## src/design/cpu_pkg.sv

```systemverilog
package cpu_pkg;

	////////////////////////////////////////////////////////////////////////////
	// widths
	////////////////////////////////////////////////////////////////////////////

	localparam int WORD_W   = 32;
	localparam int REG_CNT  = 16;
	localparam int REG_W    = 4;
	localparam int OPCODE_W = 5;
	localparam int CONST_W  = 19;

	// opcode map of the kept instructions, encodings unchanged
	typedef enum logic [OPCODE_W-1:0] {
		OP_LD   = 5'b00000,
		OP_LDI  = 5'b00001,
		OP_ST   = 5'b00010,
		OP_ADD  = 5'b00011,
		OP_SUB  = 5'b00100,
		OP_SHR  = 5'b00101,
		OP_SHL  = 5'b00110,
		OP_AND  = 5'b01001,
		OP_OR   = 5'b01010,
		OP_ANDI = 5'b01100,
		OP_ORI  = 5'b01101,
		OP_NEG  = 5'b10000,
		OP_NOT  = 5'b10001,
		OP_BR   = 5'b10010,
		OP_NOP  = 5'b11001,
		OP_HALT = 5'b11010
	} opcode_e;

	typedef enum logic [2:0] {
		ALU_ADD, ALU_SUB, ALU_AND, ALU_OR, ALU_SHR, ALU_SHL, ALU_NEG, ALU_NOT
	} alu_op_e;

	// the register operand of the alu b input is rc, or rb for the unary ops
	typedef enum logic [1:0] {B_CONST, B_RC, B_RB} b_sel_e;

	////////////////////////////////////////////////////////////////////////////
	// instruction formats
	////////////////////////////////////////////////////////////////////////////

	typedef struct packed {
		opcode_e                                  opcode;
		logic [REG_W-1:0]                         ra;
		logic [REG_W-1:0]                         rb;
		logic [REG_W-1:0]                         rc;
		logic [WORD_W-OPCODE_W-3*REG_W-1:0]       unused;
	} instr_r_t;

	typedef struct packed {
		opcode_e              opcode;
		logic [REG_W-1:0]     ra;
		logic [REG_W-1:0]     rb;
		logic [CONST_W-1:0]   imm;
	} instr_i_t;

	typedef struct packed {
		opcode_e              opcode;
		logic [REG_W-1:0]     ra;
		logic [1:0]           unused;
		logic [1:0]           c2;     // 0 zero, 1 nonzero, 2 positive, 3 negative
		logic [CONST_W-1:0]   imm;
	} instr_b_t;

	typedef union packed {
		instr_r_t r;
		instr_i_t i;
		instr_b_t b;
	} instr_u;

	typedef struct packed {
		logic     ir_load;
		logic     mar_load;
		logic     mdr_load_mem;
		logic     mdr_load_reg;     // MDR takes ra for a store
		logic     y_load;
		logic     z_load;
		b_sel_e   b_sel;
		alu_op_e  alu_op;
		logic     reg_write;
		logic     wr_sel;           // 0 writes Z, 1 writes MDR
		logic     base_mode;        // r0 reads as zero on the rb port
		logic     mar_from_pc;      // pc feeds MAR and Y instead of Z and rb
	} ctrl_t;

	typedef struct packed {
		logic                 req;
		logic                 we;
		logic [WORD_W-1:0]    addr;
		logic [WORD_W-1:0]    wdata;
	} mem_req_t;

endpackage

```

## src/design/alu.sv

```systemverilog
`timescale 1ns/1ps
module alu import cpu_pkg::*; (
	input  alu_op_e           op,
	input  logic [WORD_W-1:0] a,
	input  logic [WORD_W-1:0] b,
	output logic [WORD_W-1:0] result
);

	localparam int SHAMT_W = $clog2(WORD_W);

	logic [SHAMT_W-1:0] shamt;

	assign shamt = b[SHAMT_W-1:0]; // only the low bits of rc count

	always_comb begin
		case (op)
			ALU_ADD: result = a + b;   // wraps modulo 2^32
			ALU_SUB: result = a - b;
			ALU_AND: result = a & b;
			ALU_OR:  result = a | b;
			ALU_SHR: result = a >> shamt; // logical, zeros shift in
			ALU_SHL: result = a << shamt;
			// the unary ops look at b alone
			ALU_NEG: result = -b;
			ALU_NOT: result = ~b;
			default: result = '0;
		endcase
	end

endmodule

```

## src/design/register_file.sv

```systemverilog
`timescale 1ns/1ps
module register_file import cpu_pkg::*; (
	input  logic              clk,
	input  logic              reset_n,
	input  logic [REG_W-1:0]  read_a_idx,
	input  logic [REG_W-1:0]  read_b_idx,
	input  logic [REG_W-1:0]  write_idx,
	input  logic              base_mode,
	input  logic              write_en,
	input  logic [WORD_W-1:0] write_data,
	output logic [WORD_W-1:0] read_a,
	output logic [WORD_W-1:0] read_b
);

	logic [WORD_W-1:0] regs [REG_CNT];

	always_ff @(posedge clk) begin
		if (!reset_n) begin
			for (int i = 0; i < REG_CNT; i++) begin
				regs[i] <= '0;
			end
		end else if (write_en) begin
			regs[write_idx] <= write_data;
		end
	end

	assign read_a = regs[read_a_idx];

	// r0 is a normal register except when it serves as a base
	assign read_b = (base_mode && read_b_idx == '0) ? '0 : regs[read_b_idx];

endmodule

```

## src/design/program_counter.sv

```systemverilog
`timescale 1ns/1ps
module program_counter import cpu_pkg::*; (
	input  logic              clk,
	input  logic              reset_n,
	input  logic              pc_inc,
	input  logic              pc_load,
	input  logic [WORD_W-1:0] target,
	output logic [WORD_W-1:0] pc
);

	logic [WORD_W-1:0] pc_reg;

	always_ff @(posedge clk) begin
		if (!reset_n) begin
			pc_reg <= '0;
		end else if (pc_load) begin
			pc_reg <= target; // a taken branch wins over the fetch increment
		end else if (pc_inc) begin
			pc_reg <= pc_reg + 1'b1; // word addresses so one step per instruction
		end
	end

	assign pc = pc_reg;

endmodule

```

## src/design/cpu_control.sv

```systemverilog
`timescale 1ns/1ps
module cpu_control import cpu_pkg::*; (
	input  logic   clk,
	input  logic   reset_n,
	input  instr_u instr,
	input  logic   cond_true,
	input  logic   mem_ack,
	output ctrl_t  ctrl,
	output logic   pc_inc,
	output logic   pc_load,
	output logic   mem_req_valid,
	output logic   mem_we,
	output logic   halted
);

	typedef enum logic [3:0] {
		S_RESET,
		S_FETCH_ADDR,
		S_FETCH_WAIT,
		S_DECODE,
		S_OPERAND,
		S_RESULT,
		S_WRITE,
		S_MEM_ADDR,
		S_MEM_WAIT,
		S_MEM_RELEASE,
		S_HALTED
	} state_e;

	state_e  state;
	state_e  state_next;
	opcode_e opcode;
	logic    take_branch;
	logic    is_alu_r;
	logic    is_unary;
	logic    is_imm;
	logic    is_ld;
	logic    is_st;
	logic    is_br;

	function automatic alu_op_e alu_of(input opcode_e op);
		case (op)
			OP_SUB:         return ALU_SUB;
			OP_AND, OP_ANDI: return ALU_AND;
			OP_OR, OP_ORI:   return ALU_OR;
			OP_SHR:         return ALU_SHR;
			OP_SHL:         return ALU_SHL;
			OP_NEG:         return ALU_NEG;
			OP_NOT:         return ALU_NOT;
			default:        return ALU_ADD; // add, address and branch target sums
		endcase
	endfunction

	////////////////////////////////////////////////////////////////////////////
	// opcode classes
	////////////////////////////////////////////////////////////////////////////

	assign opcode   = instr.r.opcode;
	assign is_alu_r = opcode inside {OP_ADD, OP_SUB, OP_AND, OP_OR, OP_SHR, OP_SHL};
	assign is_unary = opcode inside {OP_NEG, OP_NOT};
	assign is_imm   = opcode inside {OP_LDI, OP_ANDI, OP_ORI};
	assign is_ld    = (opcode == OP_LD);
	assign is_st    = (opcode == OP_ST);
	assign is_br    = (opcode == OP_BR);

	always_ff @(posedge clk) begin
		if (!reset_n) begin
			state <= S_RESET;
			take_branch <= 1'b0;
		end else begin
			state <= state_next;
			if (state == S_OPERAND && is_br) begin
				take_branch <= cond_true; // ra is tested while Y takes pc
			end
		end
	end

	always_comb begin
		state_next = state;
		case (state)
			S_RESET:      state_next = S_FETCH_ADDR;
			S_FETCH_ADDR: state_next = S_FETCH_WAIT;
			S_FETCH_WAIT: if (mem_ack) state_next = S_DECODE;
			S_DECODE:     if (!mem_ack) state_next = S_OPERAND; // ack must fall first
			S_OPERAND: begin
				if (is_alu_r || is_unary || is_imm || is_ld || is_st || is_br) begin
					state_next = S_RESULT;
				end else if (opcode == OP_HALT) begin
					state_next = S_HALTED;
				end else begin
					state_next = S_FETCH_ADDR; // nop and undefined opcodes do nothing
				end
			end
			S_RESULT:      state_next = (is_ld || is_st) ? S_MEM_ADDR : S_WRITE;
			S_WRITE:       state_next = S_FETCH_ADDR;
			S_MEM_ADDR:    state_next = S_MEM_WAIT;
			S_MEM_WAIT:    if (mem_ack) state_next = S_MEM_RELEASE;
			S_MEM_RELEASE: if (!mem_ack) state_next = S_FETCH_ADDR;
			S_HALTED:      state_next = S_HALTED; // only reset leaves
			default:       state_next = S_RESET;
		endcase
	end

	////////////////////////////////////////////////////////////////////////////
	// control word per step
	////////////////////////////////////////////////////////////////////////////

	always_comb begin
		ctrl = '0;
		pc_inc = 1'b0;
		pc_load = 1'b0;
		case (state)
			S_FETCH_ADDR: begin
				ctrl.mar_load = 1'b1;
				ctrl.mar_from_pc = 1'b1;
				pc_inc = 1'b1;
			end
			S_FETCH_WAIT: ctrl.mdr_load_mem = mem_ack;
			S_DECODE:     ctrl.ir_load = 1'b1;
			S_OPERAND: begin
				// Y takes rb, the base for memory and immediate forms, or pc for br
				ctrl.y_load = is_alu_r || is_unary || is_imm || is_ld || is_st || is_br;
				ctrl.base_mode = is_imm || is_ld || is_st;
				ctrl.mar_from_pc = is_br;
			end
			S_RESULT: begin
				ctrl.z_load = 1'b1;
				ctrl.alu_op = alu_of(opcode);
				if (is_alu_r) begin
					ctrl.b_sel = B_RC;
				end else if (is_unary) begin
					ctrl.b_sel = B_RB;
				end else begin
					ctrl.b_sel = B_CONST;
				end
			end
			S_WRITE: begin
				ctrl.reg_write = !is_br;
				pc_load = is_br && take_branch;
			end
			S_MEM_ADDR: begin
				ctrl.mar_load = 1'b1; // effective address from Z
				ctrl.mdr_load_reg = is_st;
			end
			S_MEM_WAIT:    ctrl.mdr_load_mem = mem_ack && is_ld;
			S_MEM_RELEASE: begin
				ctrl.reg_write = is_ld;
				ctrl.wr_sel = 1'b1;
			end
			default: ;
		endcase
	end

	assign mem_req_valid = (state == S_FETCH_WAIT) || (state == S_MEM_WAIT);
	assign mem_we = (state == S_MEM_WAIT) && is_st;
	assign halted = (state == S_HALTED);

endmodule

```

## src/design/cpu_datapath.sv

```systemverilog
`timescale 1ns/1ps
module cpu_datapath import cpu_pkg::*; (
	input  logic              clk,
	input  logic              reset_n,
	input  ctrl_t             ctrl,
	input  logic [WORD_W-1:0] pc,
	input  logic [WORD_W-1:0] mem_rdata,
	output instr_u            instr,
	output logic              cond_true,
	output logic [WORD_W-1:0] target,
	output logic [WORD_W-1:0] mem_addr,
	output logic [WORD_W-1:0] mem_wdata
);

	instr_u            ir;
	logic [WORD_W-1:0] mar;
	logic [WORD_W-1:0] mdr;
	logic [WORD_W-1:0] y_reg;
	logic [WORD_W-1:0] z_reg;
	logic [WORD_W-1:0] const_ext;
	logic [WORD_W-1:0] read_a;
	logic [WORD_W-1:0] read_b;
	logic [WORD_W-1:0] alu_b;
	logic [WORD_W-1:0] alu_result;
	logic [WORD_W-1:0] write_data;
	logic [REG_W-1:0]  read_a_idx;

	////////////////////////////////////////////////////////////////////////////
	// operand selection
	////////////////////////////////////////////////////////////////////////////

	assign const_ext = {{(WORD_W-CONST_W){ir.i.imm[CONST_W-1]}}, ir.i.imm};

	// port a carries ra unless the alu wants a register on its b input
	always_comb begin
		case (ctrl.b_sel)
			B_RC:    read_a_idx = ir.r.rc;
			B_RB:    read_a_idx = ir.r.rb;
			default: read_a_idx = ir.r.ra;
		endcase
	end

	assign alu_b = (ctrl.b_sel == B_CONST) ? const_ext : read_a;
	assign write_data = ctrl.wr_sel ? mdr : z_reg;

	always_ff @(posedge clk) begin
		if (ctrl.ir_load) begin
			ir <= mdr; // the fetched word sits in MDR one cycle before IR
		end
		if (ctrl.mar_load) begin
			mar <= ctrl.mar_from_pc ? pc : z_reg;
		end
		if (ctrl.mdr_load_mem) begin
			mdr <= mem_rdata;
		end else if (ctrl.mdr_load_reg) begin
			mdr <= read_a;
		end
		if (ctrl.y_load) begin
			y_reg <= ctrl.mar_from_pc ? pc : read_b;
		end
		if (ctrl.z_load) begin
			z_reg <= alu_result;
		end
	end

	// branch test on ra, c2 picks the condition
	always_comb begin
		case (ir.b.c2)
			2'd0:    cond_true = (read_a == '0);
			2'd1:    cond_true = (read_a != '0);
			2'd2:    cond_true = !read_a[WORD_W-1] && (read_a != '0);
			default: cond_true = read_a[WORD_W-1];
		endcase
	end

	register_file u_register_file (
		.clk        (clk),
		.reset_n    (reset_n),
		.read_a_idx (read_a_idx),
		.read_b_idx (ir.r.rb),
		.write_idx  (ir.r.ra),
		.base_mode  (ctrl.base_mode),
		.write_en   (ctrl.reg_write),
		.write_data (write_data),
		.read_a     (read_a),
		.read_b     (read_b)
	);

	alu u_alu (
		.op     (ctrl.alu_op),
		.a      (y_reg),
		.b      (alu_b),
		.result (alu_result)
	);

	assign instr = ir;
	assign target = z_reg; // pc+1 plus the constant after the br sum
	assign mem_addr = mar;
	assign mem_wdata = mdr;

endmodule

```

## src/design/cpu_top.sv

```systemverilog
`timescale 1ns/1ps
module cpu_top import cpu_pkg::*; (
	input  logic              clk,
	input  logic              reset_n,
	input  logic              mem_ack,
	input  logic [WORD_W-1:0] mem_rdata,
	output mem_req_t          mem_req,
	output logic              halted
);

	ctrl_t             ctrl;
	instr_u            instr;
	logic              cond_true;
	logic              pc_inc;
	logic              pc_load;
	logic              req_valid;
	logic              req_we;
	logic [WORD_W-1:0] pc;
	logic [WORD_W-1:0] target;
	logic [WORD_W-1:0] mem_addr;
	logic [WORD_W-1:0] mem_wdata;

	cpu_control u_cpu_control (
		.clk           (clk),
		.reset_n       (reset_n),
		.instr         (instr),
		.cond_true     (cond_true),
		.mem_ack       (mem_ack),
		.ctrl          (ctrl),
		.pc_inc        (pc_inc),
		.pc_load       (pc_load),
		.mem_req_valid (req_valid),
		.mem_we        (req_we),
		.halted        (halted)
	);

	program_counter u_program_counter (
		.clk     (clk),
		.reset_n (reset_n),
		.pc_inc  (pc_inc),
		.pc_load (pc_load),
		.target  (target),
		.pc      (pc)
	);

	cpu_datapath u_cpu_datapath (
		.clk       (clk),
		.reset_n   (reset_n),
		.ctrl      (ctrl),
		.pc        (pc),
		.mem_rdata (mem_rdata),
		.instr     (instr),
		.cond_true (cond_true),
		.target    (target),
		.mem_addr  (mem_addr),
		.mem_wdata (mem_wdata)
	);

	// address and write data come from MAR and MDR so they hold through the request
	assign mem_req.req   = req_valid;
	assign mem_req.we    = req_we;
	assign mem_req.addr  = mem_addr;
	assign mem_req.wdata = mem_wdata;

endmodule

```

## config.mk

```make
export PLATFORM = sky130hd
export DESIGN_NAME = cpu_top
export DESIGN_NICKNAME = d
export VERILOG_FILES = /design/src/design/cpu_pkg.sv /design/src/design/alu.sv /design/src/design/register_file.sv /design/src/design/program_counter.sv /design/src/design/cpu_control.sv /design/src/design/cpu_datapath.sv /design/src/design/cpu_top.sv
export SDC_FILE = /design/constraint.sdc
export NUM_CORES = 2
export LEC_CHECK = 0
export ABC_CLOCK_PERIOD_IN_PS = 8400
export BUFFER_PORTS_ARGS = -buffer_cell sky130_fd_sc_hd__buf_2
export CAP_MARGIN = 20
export CORE_ASPECT_RATIO = 0.9
export CORE_MARGIN = 2
export CORE_UTILIZATION = 48
export CTS_BUF_LIST = sky130_fd_sc_hd__clkbuf_4
export DETAILED_ROUTE_END_ITERATION = 16
export PLACE_DENSITY = 0.7
export SYNTH_ARGS = -nofsm -noshare
export SYNTH_HDL_FRONTEND = slang
export SYNTH_HIERARCHICAL = 1
export SYNTH_SLANG_ARGS = --single-unit
```

## constraint.sdc

```tcl
create_clock -name clk -period 8.4 [get_ports clk]
set_input_delay 1.68 -clock clk [delete_from_list [all_inputs] [get_ports clk]]
set_output_delay 1.68 -clock clk [all_outputs]
set_load 0.05 [all_outputs]
```

### Word level (Yosys, flattened, before mapping)

Memories as Yosys holds them, arrays and structs flattened. A register that Yosys moved wholly into a read port is not among the register bits.
Index checks and enable logic that the tools add are counted.

* RAM bits: 512
* memories kept: 2
* ROM bits: 96
* logic and storage cells: 135
* bits of input ports: 35
* output and inout port bits: 67
* register bits after elaboration: 197

Memory list
* u_cpu_datapath.u_register_file.regs: depth 16, bits a word 32, rd ports 2, clocked after memory_dff 1, write ports 16, RTL line register_file.sv:15 `logic [WORD_W-1:0] regs [REG_CNT];`
* (name not given): depth 32, bits a word 3, rd ports 1, clocked after memory_dff 1, write ports 0, RTL line cpu_control.sv:42 `case (op)`

* multiplexer cells: 43
* add/subtract/negate cells: 4
* shifts and indexed selects: 2
* bitwise gates (word level): 3
* reductions and logical operators: 34
* equal/unequal tests: 39

Operators by type and width (number)
* 32-bit 2-to-1 mux: 10
* 32-bit one-hot mux with 8 select lines: 1
* 4-bit one-hot mux with 10 select lines: 1
* 32-bit by 1-bit adder with 32-bit output, second input constant: 1
* 32-bit adder: 1
* 32-bit AND: 1
* 32-bit logical NOT: 1
* 4-bit 2-to-1 mux: 8
* 32-bit negator: 1
* 32-bit NOT: 1
* 32-bit bitwise OR: 1
* 32-bit nonzero test: 1
* 32-bit OR reduction: 1
* 32-bit by 5-bit << shifter with 32-bit output: 1
* 32-bit by 5-bit >> shifter with 32-bit output: 1
* 32-bit subtractor: 1
* 5-bit by 4-bit equality test with 1-bit output, second input constant: 4
* 5-bit equality test, second input constant: 4
* 4-bit by 3-bit equality test with 1-bit output, second input constant: 4
* 5-bit by 3-bit equality test with 1-bit output, second input constant: 3
* 1-bit 2-to-1 mux: 14
* 3-bit equality test, second input constant: 4
* 4-bit equality test, second input constant: 3
* 5-bit by 2-bit equality test with 1-bit output, second input constant: 2
* 26 further kinds: 55

### Logic depth before layout (Yosys ltp)

An unclocked memory read counts as a cell.

* depth after elaboration: 11
* mapped depth: 33
* gate-level depth less buffers: 26

### Modules after synthesis

The synthesis kept the hierarchy.

By module, submodules not included
* register_file: cells each 1801, instances 1, area an instance 26968.4 um^2, seq. area each 15374.7 um^2
* alu: cells each 1239, instances 1, area an instance 8099.0 um^2, seq. area each 0.0 um^2
* cpu_datapath: cells each 539, instances 1, area an instance 6760.2 um^2, seq. area each 4804.6 um^2
* program_counter: cells each 240, instances 1, area an instance 1955.6 um^2, seq. area each 640.6 um^2
* cpu_control: cells each 128, instances 1, area an instance 940.9 um^2, seq. area each 100.1 um^2
* cpu_top: cells each 2, instances 1, area an instance 15.0 um^2, seq. area each 0.0 um^2

### Least setup slack after synthesis

No wires, ideal clock.

* path kind: flip-flop to flip-flop
* start: register u_cpu_control.state[1]
* end: register u_cpu_datapath.z_reg[25] (netlist: u_cpu_datapath/target[25]) (data pin)
* arrival time: 6.830 ns
* data required time: 8.237 ns
* library setup time: 0.163 ns
* clock period less this slack: 6.993 ns
* stages on the path, launching flop included: 31
* setup slack: 1.407 ns
* path buffers: 6
* cells stage by stage: dfxtp_1 buf_6 nor2_1 nand3_1 inv_1 o211a_1 inv_1 ha_1 clkbuf_1 nor2_1 a21oi_1 buf_2 buf_2 mux4_2 a22oi_1 nand2_1 mux2_2 inv_1 buf_1 buf_1 ha_1 a21o_1 a21oi_1 nor3b_1 o21ai_1 a21o_1 a21oi_1 nor2b_1 o21ai_1 mux2_1 o221ai_1

RTL lines
* from (decl): RTL line cpu_control.sv:30 `state_e state;`
* from (signal assigned): RTL line cpu_control.sv:71 `state <= state_next;`
* to (signal assigned): RTL line cpu_datapath.sv:62 `z_reg <= alu_result;`
* to (decl): RTL line cpu_datapath.sv:19 `logic [WORD_W-1:0] z_reg;`

==> metrics.cfg <==
[run_status]
status = complete, no violations

[critical_path]
cp.arrival_ns = 8.94
timing.rr.start = u_cpu_control/state[2]$_SDFFE_PN0P_
cp_top_family = compound AO/OA/AOI/OAI gates
crit_path_max_fanout = 32
end_kind = flop
cp-start-kind = flop
path_class = flop to flop
worstSetupStartpoint = u_cpu_control/state[2]$_SDFFE_PN0P_
critPathBufInv = 5
crit_path_top_delay_cell = o311ai_1
slowest_delay_ns = 0.77
worstPathRequired_ns = 9.24
worstPathCellList = nand3_1 > nor3_1 > inv_1 > ha_1 > nor2_1 > a21oi_4 > buf_12 > buf_4 > mux4_2 > a22oi_1 > nand2_1 > mux2_2 > inv_1 > buf_4 > ha_1 > o21a_1 > o21ai_1 > a21oi_2 > nor3_2 > o311ai_1 > and4_4 > a21oi_2 > xnor2_1 > a211o_1

[synthesis]
syn-instance-count = 3949
ys_warn_count = 6
synth-edff-count = 672
syn-num-nets = 4098
ys_ff_latch = 709
synth.distinct_cells = 106
yosysSeqAreaShare_pct = 46.8
synth_area_per_cell_um2 = 11.3
ys_async_sr_fraction_pct = 0
synth_area_um2 = 44700
ys.flop_type = edfxtp_1

[clock_network]
hold_buffers = 0
clk_pin_slew_ns = 0.07
clk_latency_ns = 1.10
clock_path_buffers = 3
postCtsResizedCells = 0
h-tree-depth = 4
cts.sinks = 709
cts_buffers = 188
cts-root-buf = clkbuf_4
tritoncts = built
cts_setup_buffers = 0

[cells_and_area]
layout_commonest_cell = edfxtp_1
ff_latch_area_um2 = 20900
syn2layout_area_growth_pct = 10.3
largest_reg_flops = 512
multi_input_comb_area_um2 = 22100
layout_common_cells = edfxtp_1, and2_1, clkbuf_4
largest_register = u_cpu_datapath/u_register_file/regs
drive_above_1_share_pct = 20.6
finalNetCount = 4209
fillers = 8143

[route]
drc = 0
ant_nets = 0
vias_per_cell = 6.64
drt_iter0_drc = 6548
num_vias = 36200
routed_wl_um = 168000
dr.pass1.iters = 7
wl_per_cell_um = 30.7

[sta]
skew_ns = 0.0764
rsz0062_at_grt = no
worstMarginPinSlew_ns = 1.23
setup_viol = 0
finalHoldViolations = 0
finalMaxSlewViolations = 0
max_freq_ghz = 0.123
timing.slew.headroom_pct = 17.7
fin_crit_ns = 8.10
setup_tns_ns = 0
fin_crit_sh_pct = 96.4

[placed_design]
port_buffers = 101
gp_congestion = 1.02
dp_hpwl_um = 107000

[floorplan]
core_area_um2 = 92600
rows = 106
die_h_um = 294
die_x_um = 326
start_util_pct = 48.3
ios = 102
die-area_um2 = 95700

[min_path]
hp-start = u_cpu_control/take_branch$_SDFFE_PN0P_
hp-class = flop to flop

[grt]
grt_max_degree = 109
antenna_found_initial = 7
grt_pass1_vias = 34100
grt-ovfl-total = 0
grt_usage_pct = 34.5
grt_pass1_wl_um = 238000

[pwr]
power_frac_seq_pct = 48.5
power_leakage_nw = 18.9
p_sw_share_pct = 29.4
p_clk_share_pct = 37.0
power_density_nw_per_um2 = 171
power_w = 0.00846
vdd_drop_max_mv = 0.128
internal_power_w = 0.00598
p_comb_share_pct = 14.5
p_sw_w = 0.00249

[flow_run]
drv_cap = 0

power by group through the flow:
stage	Clock [W]	Sequential, W	Combinational [W]
2_1_floorplan	0	0.00424	0.000693
3_3_place_gp	0	0.00417	0.00118
3_5_place_dp	0	0.00417	0.00118
4_1_cts	0.00317	0.00410	0.00119
5_1_grt	0.00333	0.00411	0.00127
6_report	0.00313	0.00410	0.00123
final cells by class:
| cell class | instances | area share (%) |
|---|---|---|
| Timing Repair Buffer | 238 | 3.40 |
| Sequential cell | 709 | 42.4 |
| Clock inverter | 70 | 0.778 |
| Multi-Input combinational cell | 2743 | 44.8 |
| Clock buffer | 268 | 4.08 |
| Inverter | 180 | 1.37 |
| Antenna cell | 8 | 0.0406 |
| Tap cell | 1242 | 3.15 |
tightest hold or removal path, cell delays in order, from the launching register on:
cell and delay [ns]:
dfxtp_1 0.31, nand2_1 0.05, a21boi_1 0.05
logic make-up after synthesis:
group,share of synthesized area [%]
AO/OA/AOI/OAI,13.5
XOR/XNOR,1.21
adder cells (fa/ha/maj),3.22
buffers and inverters,4.73
flip-flops,46.8
multiplexers,15.8
AND/OR/NAND/NOR,14.8
per-stage QoR:
stage	cell area [µm²]	util, %	worst slack (ns)	instances	hold slack [ns]
floorplan	44700	-	1.41	3949	0.431
global placement	46800	50.5	0.479	5097	0.441
detailed placement	46900	50.6	0.352	5103	0.455
CTS	49200	53.2	0.319	5441	0.463
global route	49300	53.3	0.0176	5453	0.492
finish	49400	53.3	0.302	5458	0.458
final timing paths:
| path | end | slack [ns] | cells past startpoint |
|---|---|---|---|
| max | u_cpu_datapath/target[28]$_DFFE_PP_ | 0.30 | 24 |
| max reg2reg | u_cpu_datapath/target[28]$_DFFE_PP_ | 0.30 | 24 |
| min | u_cpu_control/take_branch$_SDFFE_PN0P_ | 0.46 | 2 |
| min reg2reg | u_cpu_control/take_branch$_SDFFE_PN0P_ | 0.46 | 2 |
cell usage after synthesis, drive strengths merged, types with 9 or more instances:
cell    count  share of area (%)
or4        12               0.20
o211a      10               0.22
a22o       67                1.3
nand2     268                2.2
o221ai     12               0.23
and2      550                7.7
dfxtp      37                1.7
a21oi     133                1.5
inv       180                1.5
buf        93                1.3
xor2       31               0.61
nor2      127                1.1
nor4       17               0.31
clkbuf    223                1.9
nor2b      25               0.35
and4       10               0.21
edfxtp    672                 45
o31ai      51               0.87
a32oi      38               0.74
a22oi      78                1.3
a211oi     16               0.28
o21bai     10               0.17
o22ai      43               0.60
a31oi      21               0.31
nor3       33               0.46
mux2i     213                4.8
mux4      197                9.9
nand3      39               0.45
mux2       44                1.1
ha        112                3.1
nand4      26               0.41
a221oi     13               0.27
nand2b     28               0.39
xnor2      31               0.61
a21o       29               0.49
and3       17               0.24
nor3b       9               0.15
o21ai     321                3.6
per-layer routing:
layer | part of all wire, % | GRT usage, % | up-vias
met1 | 40 | 50.4 | 17600
met5 | 0 | 0 | -
met2 | 40 | 47.1 | 3021
li1 | - | - | 15200
met4 | 4.5 | 14.4 | 0
met3 | 16 | 10.5 | 446
No activity file was read; power rests on OpenSTA's default activity.
